==> src/verilog/rv_pkg.sv <==
// shared widths, opcodes and enums of the rv32i pipeline, pulled in by every RTL module
package rv_pkg;

    localparam int XLEN       = 32;
    localparam int REG_ADDR_W = 5;
    localparam int IMEM_WORDS = 64;
    localparam int IMEM_AW    = $clog2(IMEM_WORDS);
    localparam int DMEM_WORDS = 16;                  // indexed by address bits [5:2]
    localparam int DMEM_AW    = $clog2(DMEM_WORDS);

    localparam logic [XLEN-1:0] RESET_PC = '0;

    // rv32i major opcodes
    localparam logic [6:0] OPC_OP     = 7'b0110011;
    localparam logic [6:0] OPC_OP_IMM = 7'b0010011;
    localparam logic [6:0] OPC_LUI    = 7'b0110111;
    localparam logic [6:0] OPC_LOAD   = 7'b0000011;
    localparam logic [6:0] OPC_STORE  = 7'b0100011;
    localparam logic [6:0] OPC_BRANCH = 7'b1100011;
    localparam logic [6:0] OPC_JAL    = 7'b1101111;
    localparam logic [6:0] OPC_SYSTEM = 7'b1110011;

    localparam logic [31:0] NOP_INSTR = 32'h0000_0013;  // addi x0,x0,0

    typedef enum logic [2:0] {
        ALU_ADD,
        ALU_SUB,
        ALU_AND,
        ALU_OR,
        ALU_XOR,
        ALU_SLT,
        ALU_PASS_B       // lui
    } alu_op_e;

    typedef enum logic [2:0] {
        CLS_NONE,        // bubble
        CLS_ALU,
        CLS_LOAD,
        CLS_STORE,
        CLS_BRANCH,
        CLS_JAL,
        CLS_HALT
    } instr_class_e;

    typedef enum logic [1:0] {
        FWD_REG,
        FWD_MEM,
        FWD_WB
    } fwd_sel_e;

endpackage

==> src/verilog/if_stage.sv <==
// fetch stage: pc, instruction memory written during reset, and the IF/ID register
`timescale 1ns/1ps
module if_stage import rv_pkg::*; (
    input  logic               clk,
    input  logic               rst_i,
    input  logic               imem_we_i,
    input  logic [IMEM_AW-1:0] imem_addr_i,
    input  logic [XLEN-1:0]    imem_wdata_i,
    input  logic               stall_i,
    input  logic               freeze_i,
    input  logic               flush_i,
    input  logic [XLEN-1:0]    flush_target_i,
    input  logic               fetch_stop_i,
    output logic               id_valid_o,
    output logic [XLEN-1:0]    id_pc_o,
    output logic [31:0]        id_instr_o
);
    logic [31:0]     imem [IMEM_WORDS];
    logic [XLEN-1:0] pc_q;
    logic            stopped_q;    // ebreak seen, issue only bubbles

    always_ff @(posedge clk) begin
        if (rst_i && imem_we_i) begin
            imem[imem_addr_i] <= imem_wdata_i;
        end
    end

    always_ff @(posedge clk) begin
        if (rst_i) begin
            pc_q       <= RESET_PC;
            stopped_q  <= 1'b0;
            id_valid_o <= 1'b0;
            id_instr_o <= NOP_INSTR;
        end else if (!freeze_i && flush_i) begin
            pc_q       <= flush_target_i;   // redirect, younger fetch dropped
            stopped_q  <= 1'b0;
            id_valid_o <= 1'b0;
            id_instr_o <= NOP_INSTR;
        end else if (!freeze_i && !stall_i) begin
            if (fetch_stop_i || stopped_q) begin
                stopped_q  <= 1'b1;
                id_valid_o <= 1'b0;
                id_instr_o <= NOP_INSTR;
            end else begin
                pc_q       <= pc_q + 32'd4;
                id_valid_o <= 1'b1;
                id_pc_o    <= pc_q;
                id_instr_o <= imem[pc_q[IMEM_AW+1:2]];
            end
        end
    end

endmodule

==> config.mk <==
export PLATFORM = sky130hd
export DESIGN_NAME = if_stage
export DESIGN_NICKNAME = d
export VERILOG_FILES = /design/src/verilog/rv_pkg.sv /design/src/verilog/if_stage.sv
export SDC_FILE = /design/constraint.sdc
export NUM_CORES = 2
export LEC_CHECK = 0
export BUFFER_PORTS_ARGS = -buffer_cell sky130_fd_sc_hd__buf_2
export CORE_MARGIN = 4
export CORE_UTILIZATION = 60
export CTS_BUF_LIST = sky130_fd_sc_hd__clkbuf_4 sky130_fd_sc_hd__clkbuf_8 sky130_fd_sc_hd__clkbuf_16
export CTS_CLUSTER_SIZE = 28
export DETAILED_ROUTE_END_ITERATION = 7
export HOLD_SLACK_MARGIN = 0.12
export MAX_ROUTING_LAYER = met4
export PLACE_DENSITY_LB_ADDON = 0.1
export SLEW_MARGIN = 5
export SYNTH_ARGS = -nofsm -noshare
export SYNTH_HDL_FRONTEND = slang
export SYNTH_SLANG_ARGS = --single-unit
==> constraint.sdc <==
create_clock -name clk -period 4.8 [get_ports clk]
set_input_delay 0.48 -clock clk [delete_from_list [all_inputs] [get_ports clk]]
set_output_delay 0.48 -clock clk [all_outputs]
set_load 0.01 [all_outputs]
; ---- Word-level counts from Yosys, hierarchy flattened
; Memory sizes are Yosys's and may differ from the RTL's. A register that Yosys moved wholly into a read port is not among the register bits.
; Index checks and enable logic that the tools add are counted.
; W data, S select, Z words.
[totals]
register_bits = 98
ramBits = 2048
inputBits = 77
elab_cells = 31
n_memories = 1
[mem_list]
columns = memory, depth, width, read_ports, rd_clocked_by_memory_dff, wr, line
row1 = imem, 64, 32, 1, 1, 1, if_stage.sv:18  ; logic [31:0] imem [IMEM_WORDS];
[op_classes]
n_addsub = 1
n_eq_ne = 1
n_mux = 9
bitwise = 3
n_reduce_logical = 11
[op_table]
columns = operator, n
row1 = $mux W32, 4
row2 = $add A32 B3 Y32 const B, 1
row3 = $mux W6, 2
row4 = $reduce_and A2 Y1, 2
row5 = $reduce_and A4 Y1, 1
row6 = $logic_and A1 B1 Y1, 3
row7 = $mux W1, 3
row8 = $not A1 Y1, 3
row9 = $logic_not A1 Y1, 2
row10 = $ne A2 B2 Y1 const B, 1
row11 = $reduce_bool A2 Y1, 1
row12 = $reduce_or A2 Y1, 1
row13 = $logic_or A1 B1 Y1, 1

; ---- Logic depth before layout (Yosys ltp)
[depth]
ltp_word = 6
mapped_depth = 11

; ---- Worst setup path after synthesis
; Ideal clock, no wire load.
[synth_path]
path_type = input -> register
from = input port rst_i
to = memory imem[48][0] (enable)
setup_time_ns = 0.461
t_arrival_ns = 3.389
required_time_ns = 4.339
slack_ns = 0.950
path_stages = 5
n_path_buf = 1
cell_sequence = clkbuf_1 -> nand2_1 -> nor3_1 -> nand2b_1 -> nor3_1
[synth_between]
elab_chain_len = 3
[synth_lines]
columns = item, line
row1 = from (decl), if_stage.sv:5  ; input logic rst_i,
row2 = $logic_and A1 B1 Y1, if_stage.sv:23  ; if (rst_i && imem_we_i) begin
row3 = $mux W1, if_stage.sv:23
row4 = $mux W1 (implied by the code), if_stage.sv:24  ; imem[imem_addr_i] <= imem_wdata_i;
row5 = to (decl), if_stage.sv:18
; Every way passes these cells.

==> metrics.csv <==
metric,value,unit
overall_die_height,378,µm
floorplan.io_pins,142,
insertion_delay,830,ps
synth.yosys.warnings,0,
wl_per_cell,34.7,µm
switching_power,8.33,mW
place_ws,1440,ps
post_layout_nonfiller_instances,6100,
cts_root_buf,sky130_fd_sc_hd__clkbuf_16,
avgSynthCellArea,21.8,µm²
power_leakage,29.4,nW
buffer_ports.inserted,141,
initial_antenna_violation_count,4,
n_fill_cell,8418,
tritoncts_num_sinks,2152,
power.density,422,mW/mm²
track_usage,31.2,%
synth_fp_nets,3856,
chipWidth,378,µm
synth_edf_count,2080,
crit_path_max_fanout,45,
maximum_number_of_pins_on_one_net_before_global_route_repair,69,
final-setup-viol-count,0,
synthToLayoutAreaGrowth,13.7,%
asyncSetResetFlopFracSynth,0,%
globalRouteOverflowTotal,0,
fmax,295,MHz
drt_wl_total,212,mm
drive_gt1_share,29.5,%
rrSetupSlack,1410,ps
p_comb_share,5.7,%
clock-skew-final,27.0,ps
worstSetupEndpointType,flop,
floorplan.rows,135,
detailedRoute.firstIterationViolations,5530,
grt_pass1_vias,40800,
hold_viol_final,0,
synth_seq_area_share,77.7,%
post-route-min-period,3390,ps
regArea,0.0639,mm²
worstReg2RegEnd,id_instr_o[25]$_SDFFE_PP0P_,
slew_at_the_pin_with_the_worst_max_slew_slack,1350,ps
route.top_layer_used,met4,
post_drt_via_cell_ratio,6.76,
timing.critical_path.from_type,flop,
setup_repair_bufs_after_cts,0,
clock_power_share,41.7,%
gp_congestion,0.837,
worst_slew_margin,9.96,%
placed_cells,5667,
worst_hold_path.num_cells,2,
synth_commonest_cells,"sky130_fd_sc_hd__edfxtp_1, sky130_fd_sc_hd__mux4_2, sky130_fd_sc_hd__nand2_1",
critical_path_data_arrival_time,4060,ps
grt_setup_unrepaired,no,
netlist_area_before_placement,0.0823,mm²
seqPwrFrac,52.6,%
critical_path_class,flop to flop,
m1WireLength,82.2,mm
met2_wirelength,102,mm
cts_resized,0,
cts_tree,yes,
dieArea,0.143,mm²
fin_total_pwr,39.5,mW
route.antenna.remaining_nets,0,
ctsHoldBuffers,37,
maxCapViolCount,0,
detailroute.via_count,41200,
post-synth-top-count-cell,sky130_fd_sc_hd__edfxtp_1,
final_nets,4211,
synth_top_flop_cell,sky130_fd_sc_hd__edfxtp_1,
power.switching_fraction,21.1,%
synth_cells,3778,
met3RoutedLength,20.8,mm
cts_made_buffers,208,
synth_cell_type_count,69,
cts.reportedPaths.clkPinSlew,70,ps
core_area,0.136,mm²
post-route-period-util,70.6,%
multi_input_comb_area,0.0177,mm²
pins_over_their_slew_limit,0,
min-delay-path-class,input port to flop,
synth_top_area_share,75.9,%
dr.pass1.iters,5,
worst-endpoint-required,5480,ps
ctsLongestPathBuffers,3,
flip_flop_and_latch_count_after_synthesis,2152,
route.detailed.drc,0,
outcome,finished clean,
rr_worst_depth,6,
hp-start,imem_wdata_i[12],
htree_num_levels,4,
layout_setup_ws,1410,ps
detailed_place_hpwl,120,mm
grt_first_pass_wirelength,303,mm
holdPathEnd,imem[18][12]$_DFFE_PP_,
irDropWorstVdd,0.357,mV
setup_total_negative_slack,0,ps
synth.top_cells.by_area,"sky130_fd_sc_hd__edfxtp_1, sky130_fd_sc_hd__mux4_2, sky130_fd_sc_hd__dfxtp_1, sky130_fd_sc_hd__mux2i_1, sky130_fd_sc_hd__nand2_1",
pint,31.2,mW
effective_utilization_at_floorplan,60.6,%
synth_top_area_cell,sky130_fd_sc_hd__edfxtp_1,
cell usage in the layout (no fill, tap or decap), types with 46 or more instances in the layout:
master                      count
sky130_fd_sc_hd__buf_2        141
sky130_fd_sc_hd__buf_4        151
sky130_fd_sc_hd__clkbuf_16    210
sky130_fd_sc_hd__clkbuf_4      47
sky130_fd_sc_hd__clkinv_1      46
sky130_fd_sc_hd__dfxtp_1       67
sky130_fd_sc_hd__edfxtp_1    2080
sky130_fd_sc_hd__mux2i_1      104
sky130_fd_sc_hd__mux4_2       523
sky130_fd_sc_hd__nand2_1      188
sky130_fd_sc_hd__nand3_1       62
sky130_fd_sc_hd__nor2_1        70
sky130_fd_sc_hd__nor2_4        63
cell families (layout without fill, tap and decap cells):
family	count (synthesis)	count (layout)	share of synthesized area, %
flip-flops	2152	2152	77.7
adder cells (fa/ha/maj)	1	1	0.0152
buffers and inverters	216	756	1.38
other	0	1	0
AND/OR/NAND/NOR	529	529	3.01
AO/OA/AOI/OAI	236	236	2.10
XOR/XNOR	13	13	0.138
multiplexers	631	631	15.7
flip-flops by register name (all words and copies together), names as in the netlist, named ones only:
signal and flops:
stopped_q 1, id_instr_o 32, id_pc_o 32, imem 2048, id_valid_o 1, pc_q 32
layout make-up:
cell class / instances / share of cell area [%]
Timing Repair Buffer: 350 / 2.81
Clock buffer: 272 / 6.22
Tap cell: 1781 / 2.38
Inverter: 11 / 0.0468
Antenna cell: 1 / 0.00267
Clock inverter: 123 / 1.26
Multi-Input combinational cell: 1410 / 19.0
Sequential cell: 2152 / 68.3
power by group through the flow:
| stage | sequential (mW) | clock, mW | combinational [mW] |
|---|---|---|---|
| final | 20.8 | 16.5 | 2.24 |
| after floorplan | 21.1 | 0 | 1.40 |
| after global placement | 21.2 | 0 | 2.20 |
| after detailed placement | 21.2 | 0 | 2.23 |
| after CTS | 20.8 | 16.6 | 2.26 |
| after global routing | 20.8 | 17.5 | 2.37 |
how the worst max path moves through the flow:
stage / startpoint / end
global route: flop / id_instr_o[25]$_SDFFE_PP0P_
CTS: flop / id_instr_o[25]$_SDFFE_PP0P_
floorplan: rst_i / imem[48][0]$_DFFE_PP_
global placement: flop / id_instr_o[23]$_SDFFE_PP0P_
detailed placement: flop / id_instr_o[25]$_SDFFE_PP0P_
finish: flop / id_instr_o[25]$_SDFFE_PP0P_
per-stage QoR:
step / area [µm²] / utilization [%] / hold WS, ps
after floorplan: 82300 / - / 408
after global placement: 86200 / 63.5 / 411
after detailed placement: 86200 / 63.5 / 415
after CTS: 93500 / 68.9 / 272
after global routing: 93600 / 68.9 / 326
final: 93600 / 68.9 / 322
layer usage:
metal / vias to the layer above / GRT usage (%)
met5: - / -
met4: 0 / 9.34
met3: 333 / 5.49
met2: 2454 / 47.8
met1: 21800 / 44.2
li1: 16600 / -
critical path: stages, from the launching register on:
cell and delay (ps):
sky130_fd_sc_hd__dfxtp_4 660, sky130_fd_sc_hd__buf_12 370, sky130_fd_sc_hd__buf_4 370, sky130_fd_sc_hd__mux4_2 550
sky130_fd_sc_hd__mux4_2 490, sky130_fd_sc_hd__o22ai_1 580, sky130_fd_sc_hd__o21ai_1 170
No activity file was read; power rests on OpenSTA's default activity.
