### src/verilog/rv_pkg.sv
// shared widths, opcodes and enums of the rv32i pipeline, pulled in by every RTL module
package rv_pkg;

    localparam int XLEN       = 32;
    localparam int REG_ADDR_W = 5;
    localparam int IMEM_WORDS = 64;
    localparam int IMEM_AW    = $clog2(IMEM_WORDS);
    localparam int DMEM_WORDS = 16;                  // indexed by address bits [5:2]
    localparam int DMEM_AW    = $clog2(DMEM_WORDS);

    localparam logic [XLEN-1:0] RESET_PC = '0;

    // rv32i major opcodes
    localparam logic [6:0] OPC_OP     = 7'b0110011;
    localparam logic [6:0] OPC_OP_IMM = 7'b0010011;
    localparam logic [6:0] OPC_LUI    = 7'b0110111;
    localparam logic [6:0] OPC_LOAD   = 7'b0000011;
    localparam logic [6:0] OPC_STORE  = 7'b0100011;
    localparam logic [6:0] OPC_BRANCH = 7'b1100011;
    localparam logic [6:0] OPC_JAL    = 7'b1101111;
    localparam logic [6:0] OPC_SYSTEM = 7'b1110011;

    localparam logic [31:0] NOP_INSTR = 32'h0000_0013;  // addi x0,x0,0

    typedef enum logic [2:0] {
        ALU_ADD,
        ALU_SUB,
        ALU_AND,
        ALU_OR,
        ALU_XOR,
        ALU_SLT,
        ALU_PASS_B       // lui
    } alu_op_e;

    typedef enum logic [2:0] {
        CLS_NONE,        // bubble
        CLS_ALU,
        CLS_LOAD,
        CLS_STORE,
        CLS_BRANCH,
        CLS_JAL,
        CLS_HALT
    } instr_class_e;

    typedef enum logic [1:0] {
        FWD_REG,
        FWD_MEM,
        FWD_WB
    } fwd_sel_e;

endpackage

### src/verilog/mem_stage.sv
// memory stage: data memory, MEM/WB register driving the retire stream, halt flag
`timescale 1ns/1ps
module mem_stage import rv_pkg::*; (
    input  logic                  clk,
    input  logic                  rst_i,
    input  logic                  mem_valid_i,
    input  instr_class_e          mem_class_i,
    input  logic [XLEN-1:0]       mem_result_i,
    input  logic [REG_ADDR_W-1:0] mem_rd_i,
    input  logic [XLEN-1:0]       mem_store_data_i,
    input  logic [XLEN-1:0]       mem_pc_i,
    input  logic                  retire_ready_i,
    output logic                  retire_valid_o,
    output logic [XLEN-1:0]       retire_pc_o,
    output logic [REG_ADDR_W-1:0] retire_rd_o,
    output logic [XLEN-1:0]       retire_data_o,
    output logic                  halt_o,
    output logic                  freeze_o,
    output logic                  wb_we_o,
    output logic [XLEN-1:0]       fwd_data_o
);
    logic [XLEN-1:0]    dmem [DMEM_WORDS];
    logic [DMEM_AW-1:0] dmem_idx;
    logic               wb_halt_q;

    assign dmem_idx   = mem_result_i[DMEM_AW+1:2];
    assign freeze_o   = retire_valid_o && !retire_ready_i;   // record held, pipe stops
    assign wb_we_o    = retire_valid_o && retire_ready_i;    // transfer edge
    // data is zero whenever no register is written
    assign fwd_data_o = (mem_rd_i == '0) ? '0 :
                        (mem_class_i == CLS_LOAD) ? dmem[dmem_idx] : mem_result_i;

    always_ff @(posedge clk) begin
        if (rst_i) begin
            for (int i = 0; i < DMEM_WORDS; i++) begin
                dmem[i] <= '0;
            end
        end else if (!freeze_o && mem_valid_i && mem_class_i == CLS_STORE) begin
            dmem[dmem_idx] <= mem_store_data_i;
        end
    end

    always_ff @(posedge clk) begin
        if (rst_i) begin
            retire_valid_o <= 1'b0;
        end else if (!freeze_o) begin
            retire_valid_o <= mem_valid_i;
        end
    end

    always_ff @(posedge clk) begin
        if (!freeze_o) begin
            retire_pc_o   <= mem_pc_i;
            retire_rd_o   <= mem_rd_i;
            retire_data_o <= fwd_data_o;
            wb_halt_q     <= mem_class_i == CLS_HALT;
        end
    end

    always_ff @(posedge clk) begin
        if (rst_i) begin
            halt_o <= 1'b0;
        end else if (wb_we_o && wb_halt_q) begin
            halt_o <= 1'b1;      // sticky until reset
        end
    end

endmodule

### config.mk
export PLATFORM = sky130hd
export DESIGN_NAME = mem_stage
export DESIGN_NICKNAME = d
export VERILOG_FILES = /design/src/verilog/rv_pkg.sv /design/src/verilog/mem_stage.sv
export SDC_FILE = /design/constraint.sdc
export NUM_CORES = 1
export LEC_CHECK = 0
export ABC_AREA = 0
export BUFFER_PORTS_ARGS = -buffer_cell sky130_fd_sc_hd__buf_2
export CAP_MARGIN = 15
export CORE_ASPECT_RATIO = 1.4
export CORE_UTILIZATION = 63
export CTS_CLUSTER_SIZE = 28
export DETAILED_ROUTE_END_ITERATION = 10
export GPL_ROUTABILITY_DRIVEN = 0
export GPL_TIMING_DRIVEN = 0
export PLACE_DENSITY = 0.93
export SETUP_SLACK_MARGIN = 0.2
export SYNTH_ARGS = -nofsm -noshare
export SYNTH_HDL_FRONTEND = slang
export SYNTH_SLANG_ARGS = --single-unit
### constraint.sdc
create_clock -name clk -period 8.6 [get_ports clk]
set_input_delay 1.72 -clock clk [delete_from_list [all_inputs] [get_ports clk]]
set_output_delay 1.72 -clock clk [all_outputs]
set_load 0.1 [all_outputs]
== Yosys cells after proc, flatten, opt, wreduce, memory -nomap -nowiden ==
Memory sizes are Yosys's and may differ from the RTL's.
Index checks and enable logic that the tools add are counted.

* $add $sub $neg: 0
* Multiply operators: 0
* Div/mod/pow operators: 0
* Order comparisons: 0
* Eq/ne operators: 3
* Shift-type cells: 0
* Multiplexer cells: 10
* Bitwise operators: 0
* Reductions and logical operators: 9

{| class="wikitable"
|+ Operator list
! kind !! number
|-
| $mux W32 || 3
|-
| $reduce_or A32 Y1 || 1
|-
| $eq A3 B2 Y1 const B || 2
|-
| $mux W1 || 6
|-
| $logic_and A1 B1 Y1 || 5
|-
| $logic_not A5 Y1 || 1
|-
| $mux W4 || 1
|-
| $eq A3 B3 Y1 const B || 1
|-
| $logic_not A1 Y1 || 2
|}

* Register bits after elaboration: 72
* Latch bits: 0
* RAM bits: 512
* ROM bits: 0
* Input bits: 108
* Logic and storage cells: 29
* Memories: 1

{| class="wikitable"
|+ Memories
! name !! words !! bits a word !! rd ports !! clocked after memory_dff !! wr ports !! line !! source
|-
| dmem || 16 || 32 || 1 || 0 || 16 || mem_stage.sv:22 || <nowiki>logic [XLEN-1:0] dmem [DMEM_WORDS];</nowiki>
|}

== Longest topological paths before layout ==
* Word-level depth: 10
* Gate-level depth with buffers: 7
* Gate-level depth less buffers: 5

== Worst setup path before layout ==
OpenSTA, ideal clock, no wires.

* Path type: input -> output
* Start point: in mem_result_i[5]
* End point: out fwd_data_o[2]
* Arrival time: 5.046 ns
* Required time: 6.880 ns
* Path slack: 1.834 ns
* Stages on the path: 6
* Buffers on the path: 2
* Cell sequence: buf_2 -> or2_2 -> clkbuf_1 -> o22ai_1 -> a211oi_1 -> a221oi_1

* Word-level cells in the longest chain between the ends: 3

{| class="wikitable"
|+ RTL lines
! what !! line !! source
|-
| from (decl) || mem_stage.sv:8 || <nowiki>input logic [XLEN-1:0] mem_result_i,</nowiki>
|-
| $mem_v2 Z16 W32 || n/a ||
|-
| $mux W32 || mem_stage.sv:31 || <nowiki>(mem_class_i == CLS_LOAD) ? dmem[dmem_idx] : mem_result_i;</nowiki>
|-
| $mux W32 || mem_stage.sv:30 || <nowiki>assign fwd_data_o = (mem_rd_i == '0) ? '0 :</nowiki>
|-
| to (decl) || mem_stage.sv:20 || <nowiki>output logic [XLEN-1:0] fwd_data_o</nowiki>
|}

No other way between the ends.

== Worst setup path after layout ==
* Start point: in mem_class_i[1]
* End point: out fwd_data_o[30]

* Word-level cells in the longest chain between the ends: 3

{| class="wikitable"
|+ RTL lines
! what !! line !! source
|-
| from (decl) || mem_stage.sv:7 || <nowiki>input instr_class_e mem_class_i,</nowiki>
|-
| $eq A3 B2 Y1 || mem_stage.sv:31 ||
|-
| $mux W32 || mem_stage.sv:31 ||
|-
| $mux W32 || mem_stage.sv:30 ||
|}

No other way between the ends.

==> key figures <==
Timing
  • Setup WS post-layout: roughly 2.2 ns
  • Worst-Margin Slew: 1.31 ns
  • Slew Limit Fails: 0
  • RSZ-0062 raised after global routing: no
  • Final setup viols: 0
  • Hold Violations, Final: 0
  • Relative slew slack: 12.6%
  • Tmin final: between 6 and 7 ns
  • Setup_tns: 0 ns
  • Fin crit share: between 70% and 80%
  • Worst Skew: between 0.015 and 0.02 ns
  • Fmax: between 0.15 and 0.2 GHz
  • Hold slack: between 0.5 and 0.6 ns

Global route
  • Largest net degree at the start of global routing: between 50 and 60
  • Vias in the first global route: approximately 18000
  • Grt ovf: 0
  • Gr usage total: about 38%
  • Antenna violations before repair: 5
  • Grt met1 use: between 40 and 50%
  • First-pass GRT wire length: around 110000 um
  • Grt met3 use: 11.5%
  • Gr busiest metal: met2
  • Met2 Usage GRT: approximately three fifths

CTS
  • Sink Count: between 500 and 600
  • H-tree depth: 2
  • Hold buffer count at CTS: 0
  • Root buf cell: clkbuf_16
  • Clk slew on worst S/H paths: roughly 0.070 ns
  • Num CTS Buffers: 51
  • Post-CTS sizing: 0
  • TritonCTS clock tree: yes
  • Max Buffers Root-to-Sink: 3
  • Worst skew pair latency: approximately 0.61 ns
  • Post-CTS Setup Bufs: 0

Finish
  • Area Growth Syn to Fin: 13.8%
  • # fillers: between 2000 and 2500
  • Fin area: roughly 29000 um2
  • Layout cells sized above 1: 21.4%
  • Commonest non-fill, non-tap cell in the layout: edfxtp_1
  • Commonest cells after routing, fill and taps aside: edfxtp_1, and2_1, buf_2
  • Nets: 2072

Floorplanning
  • Die area: roughly 42000 um2
  • Initial cell density of the core: 63.9%
  • CORE AREA: 40300 um2
  • Number of cell rows: 87
  • Die Wd: between 150 and 200 um
  • Die Ht: about 240 um
  • Ports: around 210

Worst hold path
  • Hold WC Path Type: reg -> reg

Drt
  • Detailed-route via count: between 15000 and 20000
  • DRT Pass-1 Iters: 8
  • DRC: 0
  • Vias/cell: 6.87
  • Antenna-violating nets left: 0
  • WL per Instance: about 31 um
  • DR iter-0 viols: 2988
  • DRT Wirelength: 79500 um

Yosys
  • #FFs+latches synth: roughly 580
  • Ys Warns: 0
  • Mean Syn Cell Area: around 15 um2
  • Post-synth EDFFs: a little under 600
  • Ys async rst share: 0%
  • Mapped Area: 25700 um2
  • Ys flop type: edfxtp_1
  • Synthesized instance count: between 1500 and 2000
  • Synth unique cells: between 40 and 50
  • Syn nets: 1804
  • Sequential fraction of the synthesis area: 68.0%

Setup path
  • CP arrival: between 4 and 5 ns
  • Crit Path Category: in -> out
  • Launching element type of the critical path: input port
  • Critical path capture point type: primary output
  • Data required time of the worst path: around 7 ns
  • Crit path max fanout: 10

Power and ir drop
  • VDD IR max: roughly 0.00015 V
  • Pleak: 11.4 nW
  • Pwr/cell area: between 200 and 250 nW/um2

Place
  • DPL Wire Length: approximately 47000 um
  • Place WS: about 2.5 ns
  • Input/output buffers: between 200 and 250
  • Placed inst area: between 20000 and 30000 um2

Status
  • Status: complete, no violations

Run
  • Max Cap Violations: 0
==> sequential cells by signal, indices dropped and copies added, names as in the netlist <==
name,flops
dmem,512
retire_data_o,32
retire_pc_o,32
retire_rd_o,5
halt_o,1
retire_valid_o,1
wb_halt_q,1
==> kinds of logic (layout without fill, tap and decap cells) <==
group	count (synthesis)	in the layout	synth area share [%]
flops	584	584	68.0
simple gates	603	603	14.5
buf+inv	145	454	2.73
compound gates	170	170	4.08
other cells	0	3	0
mux	194	194	10.6
==> stage by stage <==
stage | util [%] | total power, mW | instances
after detailed placement | 68.3 | 4.01 | 2443
after floorplan | - | 3.81 | 1696
final | 72.7 | 6.42 | 2542
after CTS | 72.6 | 6.35 | 2537
after global routing | 72.7 | 6.49 | 2540
after global placement | 68.2 | 3.98 | 2440
==> Yosys cell counts (2+ instances only) <==
cell type / instances / area [um2]
buf_1: 3 / 11.3
buf_6: 13 / 146
a21oi_1: 33 / 165
nand4b_1: 3 / 26.3
mux2_2: 3 / 33.8
nor2_4: 4 / 45.0
dfxtp_1: 2 / 40.0
a22oi_1: 31 / 233
mux2i_1: 128 / 1280
nand2_1: 3 / 11.3
nor3_1: 21 / 105
buf_2: 28 / 140
o22ai_1: 60 / 375
or2_2: 17 / 106
edfxtp_1: 582 / 17500
nand3_1: 2 / 10.0
nor2b_1: 2 / 12.5
buf_4: 7 / 52.6
nand3b_1: 2 / 15.0
clkbuf_1: 91 / 342
o21ai_0: 29 / 145
mux4_2: 63 / 1420
nand2b_1: 2 / 12.5
and2_1: 515 / 3220
a32oi_1: 2 / 17.5
nor2_1: 20 / 75.1
inv_1: 3 / 11.3
a211oi_1: 11 / 82.6
or3b_2: 3 / 26.3
==> routing by layer <==
layer  part of all wire (%)  up-vias
met2                     46     1867
met1                     29     8226
met3                     14      585
li1                       -     6791
met5                  0.031        -
met4                     10        4
==> path summary, 6_finish.rpt <==
kind                                     start        endpoint  slack (ns)  depth (start not counted)
worst max-delay path            mem_class_i[1]  fwd_data_o[30]        2.17                          7
worst min-delay path                    halt_o          halt_o        0.50                          2
worst max register to register  retire_valid_o     dmem[0][14]        5.25                          4
worst min register to register          halt_o          halt_o        0.50                          2
==> critical path, cell delays in order <==
cell and delay, ns:
buf_2 0.12, or3b_2 0.19, clkbuf_1 0.67, clkbuf_1 0.82, a32oi_1 0.16, a21oi_1 0.49, buf_2 0.52
==> where the power goes <==
part           internal, mW  switching (mW)  total (mW)
clock                  1.39            1.06        2.45
combinational         0.140           0.586       0.726
sequential             3.22          0.0282        3.25
total                  4.75            1.67        6.42
==> area by class of cell <==
cell class | count | area (um2) | share of cell area [%]
flip-flops and latches | 584 | 17500 | 59.8
clock inverters | 33 | 377 | 1.29
multi-input cells | 967 | 7530 | 25.7
clock buffers | 61 | 1360 | 4.63
inverters | 3 | 11.3 | 0.0384
plain buffers | 142 | 692 | 2.36
well taps | 534 | 668 | 2.28
diodes | 3 | 7.51 | 0.0256
repair buffers | 215 | 1140 | 3.88
Power figures use the tool's default switching activity.
