--- src/verilog/rv_pkg.sv ---
// shared widths, opcodes and enums of the rv32i pipeline, pulled in by every RTL module
package rv_pkg;

    localparam int XLEN       = 32;
    localparam int REG_ADDR_W = 5;
    localparam int IMEM_WORDS = 64;
    localparam int IMEM_AW    = $clog2(IMEM_WORDS);
    localparam int DMEM_WORDS = 16;                  // indexed by address bits [5:2]
    localparam int DMEM_AW    = $clog2(DMEM_WORDS);

    localparam logic [XLEN-1:0] RESET_PC = '0;

    // rv32i major opcodes
    localparam logic [6:0] OPC_OP     = 7'b0110011;
    localparam logic [6:0] OPC_OP_IMM = 7'b0010011;
    localparam logic [6:0] OPC_LUI    = 7'b0110111;
    localparam logic [6:0] OPC_LOAD   = 7'b0000011;
    localparam logic [6:0] OPC_STORE  = 7'b0100011;
    localparam logic [6:0] OPC_BRANCH = 7'b1100011;
    localparam logic [6:0] OPC_JAL    = 7'b1101111;
    localparam logic [6:0] OPC_SYSTEM = 7'b1110011;

    localparam logic [31:0] NOP_INSTR = 32'h0000_0013;  // addi x0,x0,0

    typedef enum logic [2:0] {
        ALU_ADD,
        ALU_SUB,
        ALU_AND,
        ALU_OR,
        ALU_XOR,
        ALU_SLT,
        ALU_PASS_B       // lui
    } alu_op_e;

    typedef enum logic [2:0] {
        CLS_NONE,        // bubble
        CLS_ALU,
        CLS_LOAD,
        CLS_STORE,
        CLS_BRANCH,
        CLS_JAL,
        CLS_HALT
    } instr_class_e;

    typedef enum logic [1:0] {
        FWD_REG,
        FWD_MEM,
        FWD_WB
    } fwd_sel_e;

endpackage

--- src/verilog/hazard_unit.sv ---
// hazard control: decode operand forwarding selects, load-use stall and branch flush
`timescale 1ns/1ps
module hazard_unit import rv_pkg::*; (
    input  logic [REG_ADDR_W-1:0] id_rs1_i,
    input  logic [REG_ADDR_W-1:0] id_rs2_i,
    input  logic [REG_ADDR_W-1:0] ex_rd_i,
    input  instr_class_e          ex_class_i,
    input  logic [REG_ADDR_W-1:0] mem_rd_i,
    input  logic                  mem_valid_i,
    input  logic                  branch_taken_i,
    output fwd_sel_e              fwd_a_sel_o,
    output fwd_sel_e              fwd_b_sel_o,
    output logic                  stall_o,
    output logic                  flush_o
);
    // youngest producer wins, x0 never forwards
    function automatic fwd_sel_e pick_src(input logic [REG_ADDR_W-1:0] rs);
        fwd_sel_e sel;
        sel = FWD_REG;
        if (rs != '0 && ex_class_i != CLS_NONE && ex_rd_i == rs) begin
            sel = FWD_MEM;
        end else if (rs != '0 && mem_valid_i && mem_rd_i == rs) begin
            sel = FWD_WB;
        end
        return sel;
    endfunction

    always_comb begin
        fwd_a_sel_o = pick_src(id_rs1_i);
        fwd_b_sel_o = pick_src(id_rs2_i);
    end

    // load data only exists one stage later
    assign stall_o = ex_class_i == CLS_LOAD && ex_rd_i != '0 &&
                     (ex_rd_i == id_rs1_i || ex_rd_i == id_rs2_i);
    assign flush_o = branch_taken_i;

endmodule

--- config.mk ---
export PLATFORM = sky130hd
export DESIGN_NAME = hazard_unit
export DESIGN_NICKNAME = d
export VERILOG_FILES = /design/src/verilog/rv_pkg.sv /design/src/verilog/hazard_unit.sv
export SDC_FILE = /design/constraint.sdc
export NUM_CORES = 1
export LEC_CHECK = 0
export BUFFER_PORTS_ARGS = -buffer_cell sky130_fd_sc_hd__buf_2
export CORE_AREA = 2 2 39 41
export DETAILED_ROUTE_END_ITERATION = 6
export DIE_AREA = 0 0 41 43
export SETUP_SLACK_MARGIN = 0.3
export SLEW_MARGIN = 20
export SYNTH_ARGS = -nofsm -noshare
export SYNTH_HDL_FRONTEND = slang
export SYNTH_SLANG_ARGS = --single-unit
--- constraint.sdc ---
create_clock -name vclk -period 1.65
set_input_delay 0.33 -clock vclk [all_inputs]
set_output_delay 0.33 -clock vclk [all_outputs]
set_load 0.05 [all_outputs]
### Yosys cells after proc, flatten, opt, wreduce, memory -nomap -nowiden

Index checks and enable logic that the tools add are counted.

* multiplexer cells: 4
* reduce and logical (&&, ||, !) cells: 15
* equal/unequal tests: 5

Operators by type and width (count)
* == test 5 bit: 4
* nonzero test 5 bit: 3
* logical AND 1 bit: 10
* two-way mux 2 bit: 4
* == test 3 x 2 -> 1 bit (second input constant): 1
* nonzero test 3 bit: 1
* logical OR 1 bit: 1

* word-level logic and storage cells: 24
* flip-flop bits (word level): 0

### Longest topological paths before layout

Gate-level depths: netlist of run 1.

* word-level depth: 5
* gate-level depth with buffers: 4

### Worst setup path after synthesis of run 1

Ideal clock, no wire load.

* path kind: input to output
* start point: input port ex_class_i[2]
* end point: output port fwd_a_sel_o[1]
* data required time: 1.320 ns
* cell stages on the path: 3
* arrival time: 2.254 ns
* setup slack: -0.934 ns
* path through: nor3_1 > nand3b_1 > nor4b_1

* cells in the longest elaborated chain, start to end: 4

RTL lines
* from (decl): RTL line hazard_unit.sv:7 `input instr_class_e ex_class_i,`
* nonzero test 3 bit: RTL line hazard_unit.sv:20 `if (rs != '0 && ex_class_i != CLS_NONE && ex_rd_i == rs) begin`
* logical AND 1 bit (2 in a row): RTL line hazard_unit.sv:20
* two-way mux 2 bit: RTL line hazard_unit.sv:20
* to (decl): RTL line hazard_unit.sv:11 `output fwd_sel_e fwd_a_sel_o,`

Every way passes these cells.

### Worst setup path after layout of run 1

* start point: input port ex_rd_i[1]
* end point: output port stall_o

* cells in the longest elaborated chain, start to end: 3

RTL lines
* from (decl): RTL line hazard_unit.sv:6 `input logic [REG_ADDR_W-1:0] ex_rd_i,`
* == test 5 bit / nonzero test 5 bit (equally long branches): RTL line hazard_unit.sv:35, hazard_unit.sv:34
* logical OR 1 bit / logical AND 1 bit (equally long branches): RTL line hazard_unit.sv:35, hazard_unit.sv:34
* logical AND 1 bit *: RTL line hazard_unit.sv:34 `assign stall_o = ex_class_i == CLS_LOAD && ex_rd_i != '0 &&`
* to (decl): RTL line hazard_unit.sv:13 `output logic stall_o,`

Mark *: on every way between the ends. The rest lies on a longest branch, timed or not.

==> metrics.yaml, run 1 <==
floorplan:
  die_area_um2: 1760
  ios: 31
  fp.dieW_um: 41
  rows: 14
  coreArea_um2: 1380
  start_util: 0.242
  die_h_um: 43
power_and_ir_drop:
  p_int_mw: 0.0992
  netSwitchingFraction: 0.460
  power_frac_clock: 0
  p_leak_nw: 0.328
  power_density_nw_per_um2: 242
  switching_power_mw: 0.0845
  combinationalPowerShare: 1.000
  power_frac_seq: 0
  ir_drop_mv: 0.111
sta:
  hold_viol: 0
  fmax_mhz: 595
  setup_ws_ns: -0.0314
  post-route-min-period_ns: 1.68
  tightest_slew_ns: 0.297
  rsz0062_at_grt: "true"
  setup_viol: 3
  worst_hold_slack_ns: 0.660
  period_share: 1.02
  drv_slew: 0
  max-slew-margin-rel: 0.802
finish:
  regArea_um2: 0
  final_area_um2: 758
  drive_above_1_share: 0.679
  num_antenna_cells: 0
  clkbuf_count: 0
  seq_cells: 0
  n_fill_cell: 131
  syn2layout_area_growth_pct: 126
  multi_input_area_um2: 429
  nNetsFinal: 108
  post-route-util: 0.548
global_route:
  grt_usage: 0.145
  grt.overflow.total: 0
  grt_pass1_vias: 464
  grt_pass1_wl_mm: 1.83
  antenna_found_initial: 0
  grt_max_degree: 4
critical_path:
  worst-endpoint-required_ns: 1.32
  crit_path_start_kind: "primary input"
  critPathMaxFanout: 3
  critPathCaptureType: "primary output"
  arrival_ns: 1.35
  critPathTopFamily: "simple AND/OR/NAND/NOR gates"
  cpPeakStageDelay_ns: 0.53
  path_buf_inv: 2
  slowest_stage: "or4_4"
  crit_path_cell_trace: "buf_8 > or4_4 > o211ai_2 > nor2_4 > buf_6"
  crit_type: "primary input to primary output"
run_status:
  violations: "negative setup slack"
  status: "finished with violations"
routing:
  ant_nets: 0
  vias_per_cell: 4.47
  routedWlPerCell_um: 11.8
  drt-initial-drc-count: 2
  dr.pass1.iters: 2
  routed_wl_mm: 1.14
  route.detailed.drc: 0
  vias: 434
place:
  io_buffers: 29
  gp_congestion: 0.772
  pre_cts_slack_ns: -0.213
  placed_area_um2: 587
  hpwl_um: 945
worst_hold_path:
  hold_start: "branch_taken_i"
  min_path_cells: 0
  min_path_type: "primary input to primary output"
  holdPathEnd: "flush_o"
clock_network:
  cts_hold_buf: 0
job:
  cap_violations: 0
logic_synthesis:
  synth_area_leaders: "xnor2_1 (26%), xor2_1 (26%), nor2_1 (7.8%)"
  syn_inst: 45
  ys_warn_count: 0
  synth_nets: 70
  syn_area_per_cell_um2: 7.45
  seq_area_frac_synth: 0
  netlist_area_um2: 335
  yosysTopAreaCellShare: 0.261
  yosysTopAreaCell: "xnor2_1"
  synthDistinctLibCells: 15
layout make-up:
cell class,instances,area share
Multi-Input combinational cell,44,0.566
Tap cell,16,0.0264
Timing Repair Buffer,37,0.408
cells in the final DEF, fill, tap and decap left out, drive strengths merged:
cell type / instances
a22oi: 1
xnor2: 10
nor4b: 2
or4: 3
nand4: 2
nor2: 8
buf: 37
xor2: 10
o211ai: 1
nand3b: 2
nand2: 2
nor3: 3
cell usage after synthesis:
cell,count
a22oi_1,1
nor3_1,3
nand2_1,2
o211ai_2,1
nor4b_1,1
nor2_2,1
or4_4,1
nand3b_1,2
nand4_1,2
nor4b_2,1
xnor2_1,10
or4_1,2
buf_4,1
nor2_1,7
xor2_1,10
metrics by stage:
step / TNS, ns / std cells / power [mW]
floorplan: 0 / 45 / 0.0783
global placement: -0.693 / 96 / 0.141
detailed placement: -0.772 / 96 / 0.144
CTS: -0.109 / 97 / 0.174
global route: -0.268 / 97 / 0.198
finish: -0.0533 / 97 / 0.184
worst max-delay path by stage:
stage,end,from,depth (start not counted),slack [ns]
after floorplan,fwd_a_sel_o[0],ex_rd_i[3],4,0.07
after global placement,fwd_a_sel_o[1],id_rs1_i[1],5,-0.19
after detailed placement,fwd_a_sel_o[1],id_rs1_i[1],5,-0.21
after CTS,stall_o,ex_rd_i[4],5,-0.06
after global routing,fwd_a_sel_o[1],ex_rd_i[4],7,-0.08
final,stall_o,ex_rd_i[1],5,-0.03
timing repair:
item,4_1_cts,5_1_grt
resized for setup,31,9
buffers inserted,1,0
pin swaps,12,14
setup endpoints to repair,5,5
power groups by stage:
stage,registers (mW),clock network (mW),logic [mW]
4_1_cts,0,0,0.174
5_1_grt,0,0,0.198
3_5_place_dp,0,0,0.144
6_report,0,0,0.184
2_1_floorplan,0,0,0.0783
3_3_place_gp,0,0,0.141
layer usage:
metal | wire (um) | part of all wire | GRT usage
met5 | 0 | 0 | 0
met4 | 0 | 0 | 0
met3 | 46 | 0.040 | 0
met2 | 691 | 0.61 | 0.288
met1 | 402 | 0.35 | 0.168
logic make-up (layout without fill, tap and decap cells):
| logic type | Yosys count | count (layout) | share of synthesized area |
|---|---|---|---|
| AO/OA/AOI/OAI | 2 | 2 | 0.0597 |
| XOR/XNOR | 20 | 20 | 0.522 |
| buffers and inverters | 1 | 37 | 0.0224 |
| AND/OR/NAND/NOR | 22 | 22 | 0.396 |
(Power assumes the default switching activity.)
==> inputs of run 2 (changes only) <==
Settings changed: CELL_PAD_IN_SITES_DETAIL_PLACEMENT from default to 0, CELL_PAD_IN_SITES_GLOBAL_PLACEMENT from default to 1, CORE_AREA 2 2 39 41 to default, CORE_MARGIN from default to 2, CORE_UTILIZATION from default to 25, DIE_AREA 0 0 41 43 to default, PLACE_DENSITY_LB_ADDON from default to 0.1.
==> run 2 against run 1 <==
The run still ends with negative setup slack left. Power up 1.9%. Wire length rose by 4.6%. Final cell count is 2.1% lower. Non-clock buffer count shrank 1. Global-route usage up 2.4 points. First-iteration DRC count is the same. Sequential share of layout area unchanged. Critical path depth grew 1. Final area up 0.83%. Clock-buffer cell count stayed put.
==> metrics.yaml, run 2 (same netlist as run 1, synthesis figures left out) <==
sta:
  period_share: 1.02
  tightest_slew_ns: 0.283
  worst_hold_slack_ns: 0.661
  fmax_mhz: 596
  max-slew-margin-rel: 0.811
  setup_ws_ns: -0.0279
  rsz0062_at_grt: "true"
  post-route-min-period_ns: 1.68
  hold_viol: 0
  setup_viol: 4
  drv_slew: 0
place:
  placed_area_um2: 578
  hpwl_um: 995
  gp_congestion: 0.715
  io_buffers: 29
finish:
  clkbuf_count: 0
  syn2layout_area_growth_pct: 128
  final_common_cell: "buf_2"
  most-common-layout-cells: "buf_2 (16), buf_6 (15), xor2_1 (9), xnor2_1 (6), xnor2_2 (4)"
  num_antenna_cells: 0
  regArea_um2: 0
  final_area_um2: 764
  nNetsFinal: 107
  drive_above_1_share: 0.688
  seq_cells: 0
  post-route-util: 0.603
  n_fill_cell: 105
global_route:
  grt_max_degree: 4
  grt.overflow.total: 0
  grt_usage: 0.169
  grt_pass1_vias: 446
  antenna_found_initial: 0
  grt_pass1_wl_mm: 1.92
routing:
  dr.pass1.iters: 2
  routed_wl_mm: 1.19
  route.detailed.drc: 0
  drt-initial-drc-count: 2
  routedWlPerCell_um: 12.6
  ant_nets: 0
  vias_per_cell: 4.63
  vias: 440
floorplan:
  fp.dieW_um: 40.6
  die_area_um2: 1650
  coreArea_um2: 1270
  die_h_um: 40.6
  start_util: 0.264
  rows: 13
  ios: 31
worst_hold_path:
  hold_start: "branch_taken_i"
  holdPathEnd: "flush_o"
  min_path_type: "primary input to primary output"
  min_path_cells: 0
run_status:
  status: "finished with violations"
  violations: "negative setup slack"
clock_network:
  cts_hold_buf: 0
power_and_ir_drop:
  power_mw: 0.187
  power_frac_seq: 0
  combinationalPowerShare: 1.000
  power_frac_clock: 0
  power_density_nw_per_um2: 245
  ir_drop_mv: 0.140
  p_leak_nw: 0.336
  p_int_mw: 0.102
  netSwitchingFraction: 0.456
  switching_power_mw: 0.0854
critical_path:
  critPathTopFamily: "simple AND/OR/NAND/NOR gates"
  critPathCaptureType: "primary output"
  critPathMaxFanout: 3
  crit_path_start_kind: "primary input"
  path_buf_inv: 3
  crit_path_cell_trace: "buf_6 > buf_6 > xnor2_2 > nand4_1 > nor4b_4 > buf_6"
  crit_type: "primary input to primary output"
  worst-endpoint-required_ns: 1.32
  cpPeakStageDelay_ns: 0.32
  arrival_ns: 1.35
  crit_top_cell: "buf_6"
  slowest_stage: "nor4b_4"
job:
  cap_violations: 0
## run 2: cell type report
cell class | count | area [um^2] | share of cell area
tap | 15 | 18.8 | 0.0245
multi-input combinational | 44 | 437 | 0.571
timing repair buffer | 36 | 309 | 0.404
## run 2: routing by layer
metal	track usage	vias to the layer above	part of all wire
met5	0	-	0
met4	0	0	0
met3	0.0109	0	0.049
met2	0.329	15	0.57
met1	0.212	199	0.38
li1	-	226	-
## run 2: worst max path at each step
stage	startpoint	to	slack [ns]	cells after the start
floorplan	ex_rd_i[3]	fwd_a_sel_o[0]	0.07	4
global placement	id_rs1_i[1]	fwd_a_sel_o[1]	-0.18	5
detailed placement	id_rs1_i[1]	fwd_a_sel_o[1]	-0.20	5
CTS	ex_rd_i[4]	stall_o	-0.05	5
global route	ex_rd_i[1]	fwd_b_sel_o[1]	-0.09	7
finish	id_rs1_i[3]	fwd_a_sel_o[1]	-0.03	6
## run 2: timing repair
action | 4_1_cts | 5_1_grt
setup buffers | 1 | 0
pin swaps | 12 | 15
endpoints found under the setup margin | 5 | 5
resized for setup | 28 | 15
endpoints found under the hold margin | 0 | 0
## run 2: power by group through the flow
stage          Clock, mW  Combinational (mW)  Sequential [mW]
2_1_floorplan          0              0.0783                0
3_3_place_gp           0               0.142                0
3_5_place_dp           0               0.143                0
4_1_cts                0               0.168                0
5_1_grt                0               0.204                0
6_report               0               0.187                0
## run 2: through the flow
step           worst slack, ns  instances  setup TNS, ns
5_1_grt                -0.0949         95         -0.302
2_1_floorplan           0.0652         45              0
6_report               -0.0279         95        -0.0721
3_3_place_gp            -0.176         94         -0.635
3_5_place_dp            -0.200         94         -0.691
4_1_cts                -0.0534         95        -0.0869
==> inputs of run 3 (changes only) <==
==> constraint.sdc (replaced) <==
create_clock -name vclk -period 1.65
set_input_delay 0.33 -clock vclk [all_inputs]
set_output_delay 0.33 -clock vclk [all_outputs]
set_load 0.01 [all_outputs]
==> run 3 against run 2 <==
The run now ends clean. Combinational power shrank 7%. Global-route usage shrank 1.0 points. Worst setup slack gained 0.034 ns. Die area is the same. Non-clock buffer count is the same. Power shrank 7.3%. Utilization shrank 3.3 points. Critical path depth shrank 1. Clock-buffer cell count is the same. Critical path type unchanged. Largest power group unchanged. Highest routed layer unchanged.
==> metrics.yaml, run 3 (same netlist as run 1, synthesis figures left out) <==
run_status:
  status: "completed"
worst_hold_path:
  hold_start: "branch_taken_i"
  holdPathEnd: "flush_o"
  min_path_cells: 0
  min_path_type: "primary input to primary output"
routing:
  routedWlPerCell_um: 11.7
  dr.pass1.iters: 2
  vias_per_cell: 4.69
  routed_wl_mm: 1.12
  vias: 446
  drt-initial-drc-count: 4
  ant_nets: 0
  route.detailed.drc: 0
power_and_ir_drop:
  p_leak_nw: 0.331
  power_mw: 0.174
  power_density_nw_per_um2: 240
  ir_drop_mv: 0.120
finish:
  num_antenna_cells: 0
  clkbuf_count: 0
  regArea_um2: 0
  nNetsFinal: 107
  syn2layout_area_growth_pct: 116
  seq_cells: 0
  final_area_um2: 723
  post-route-util: 0.570
  drive_above_1_share: 0.700
  final_common_cell: "buf_2"
  fin_cells: 95
  most-common-layout-cells: "buf_2 (21), xor2_1 (8), buf_6 (8)"
critical_path:
  crit_path_start_kind: "primary input"
  arrival_ns: 1.31
  slowest_stage: "or4_4"
  cpPeakStageDelay_ns: 0.53
  crit_cells: 5
  critPathTopFamily: "simple AND/OR/NAND/NOR gates"
  crit_type: "primary input to primary output"
  worst-endpoint-required_ns: 1.32
  critPathCaptureType: "primary output"
  path_buf_inv: 2
  crit_path_cell_trace: "buf_8 > or4_4 > o211ai_2 > nor2_1 > buf_2"
  critPathMaxFanout: 3
sta:
  worst_hold_slack_ns: 0.660
  rsz0062_at_grt: "true"
  fmax_mhz: 608
  setup_ws_ns: 0.00568
  drv_slew: 0
  setup_viol: 0
  max-slew-margin-rel: 0.849
  post-route-min-period_ns: 1.64
  tightest_slew_ns: 0.224
  hold_viol: 0
  fin_setup_tns_ns: 0
  period_share: 0.997
place:
  placed_area_um2: 568
  place_inst: 94
  io_buffers: 29
  gp_congestion: 0.772
  hpwl_um: 954
  pre_cts_slack_ns: -0.0391
global_route:
  grt.overflow.total: 0
  antenna_found_initial: 0
  grt_pass1_vias: 428
  grt_max_degree: 4
  grt_pass1_wl_mm: 1.84
  grt_usage: 0.159
floorplan:
  ios: 31
  die_h_um: 40.6
  die_area_um2: 1650
  coreArea_um2: 1270
  rows: 13
  fp.dieW_um: 40.6
  start_util: 0.264
clock_network:
  cts_hold_buf: 0
job:
  cap_violations: 0
==> run 3: cell counts in the layout (fill, tap and decap cells not counted) <==
No cell type changed its count.
==> run 3: area by class of cell <==
cell class	count	area (um^2)
Multi-Input combinational cell	44	442
Tap cell	15	18.8
Timing Repair Buffer	36	263
Fill cell	126	546
==> run 3: power by group <==
group          total (mW)  switching (mW)  internal, mW
combinational       0.174          0.0762        0.0975
sequential              0               0             0
clock                   0               0             0
==> run 3: timing repair <==
| item | CTS | global route |
|---|---|---|
| buffers inserted | 1 | 0 |
| endpoints found under the setup margin | 5 | 5 |
| gates resized for setup | 13 | 17 |
| pin swaps | 7 | 13 |
| gates cloned | 0 | 0 |
==> run 3: worst max path at each step <==
stage | startpoint | end | slack [ns]
global route | ex_rd_i[3] | fwd_b_sel_o[1] | -0.05
CTS | id_rs2_i[0] | fwd_b_sel_o[1] | 0.02
global placement | id_rs2_i[0] | fwd_b_sel_o[1] | -0.04
detailed placement | id_rs2_i[0] | fwd_b_sel_o[1] | -0.04
floorplan | id_rs2_i[1] | fwd_b_sel_o[1] | 0.26
finish | ex_rd_i[3] | stall_o | 0.006
==> run 3: per-layer routing <==
layer | share of wire | track usage
met5 | 0 | 0
met4 | 0 | 0
met3 | 0.090 | 0.0109
met2 | 0.52 | 0.298
met1 | 0.39 | 0.208
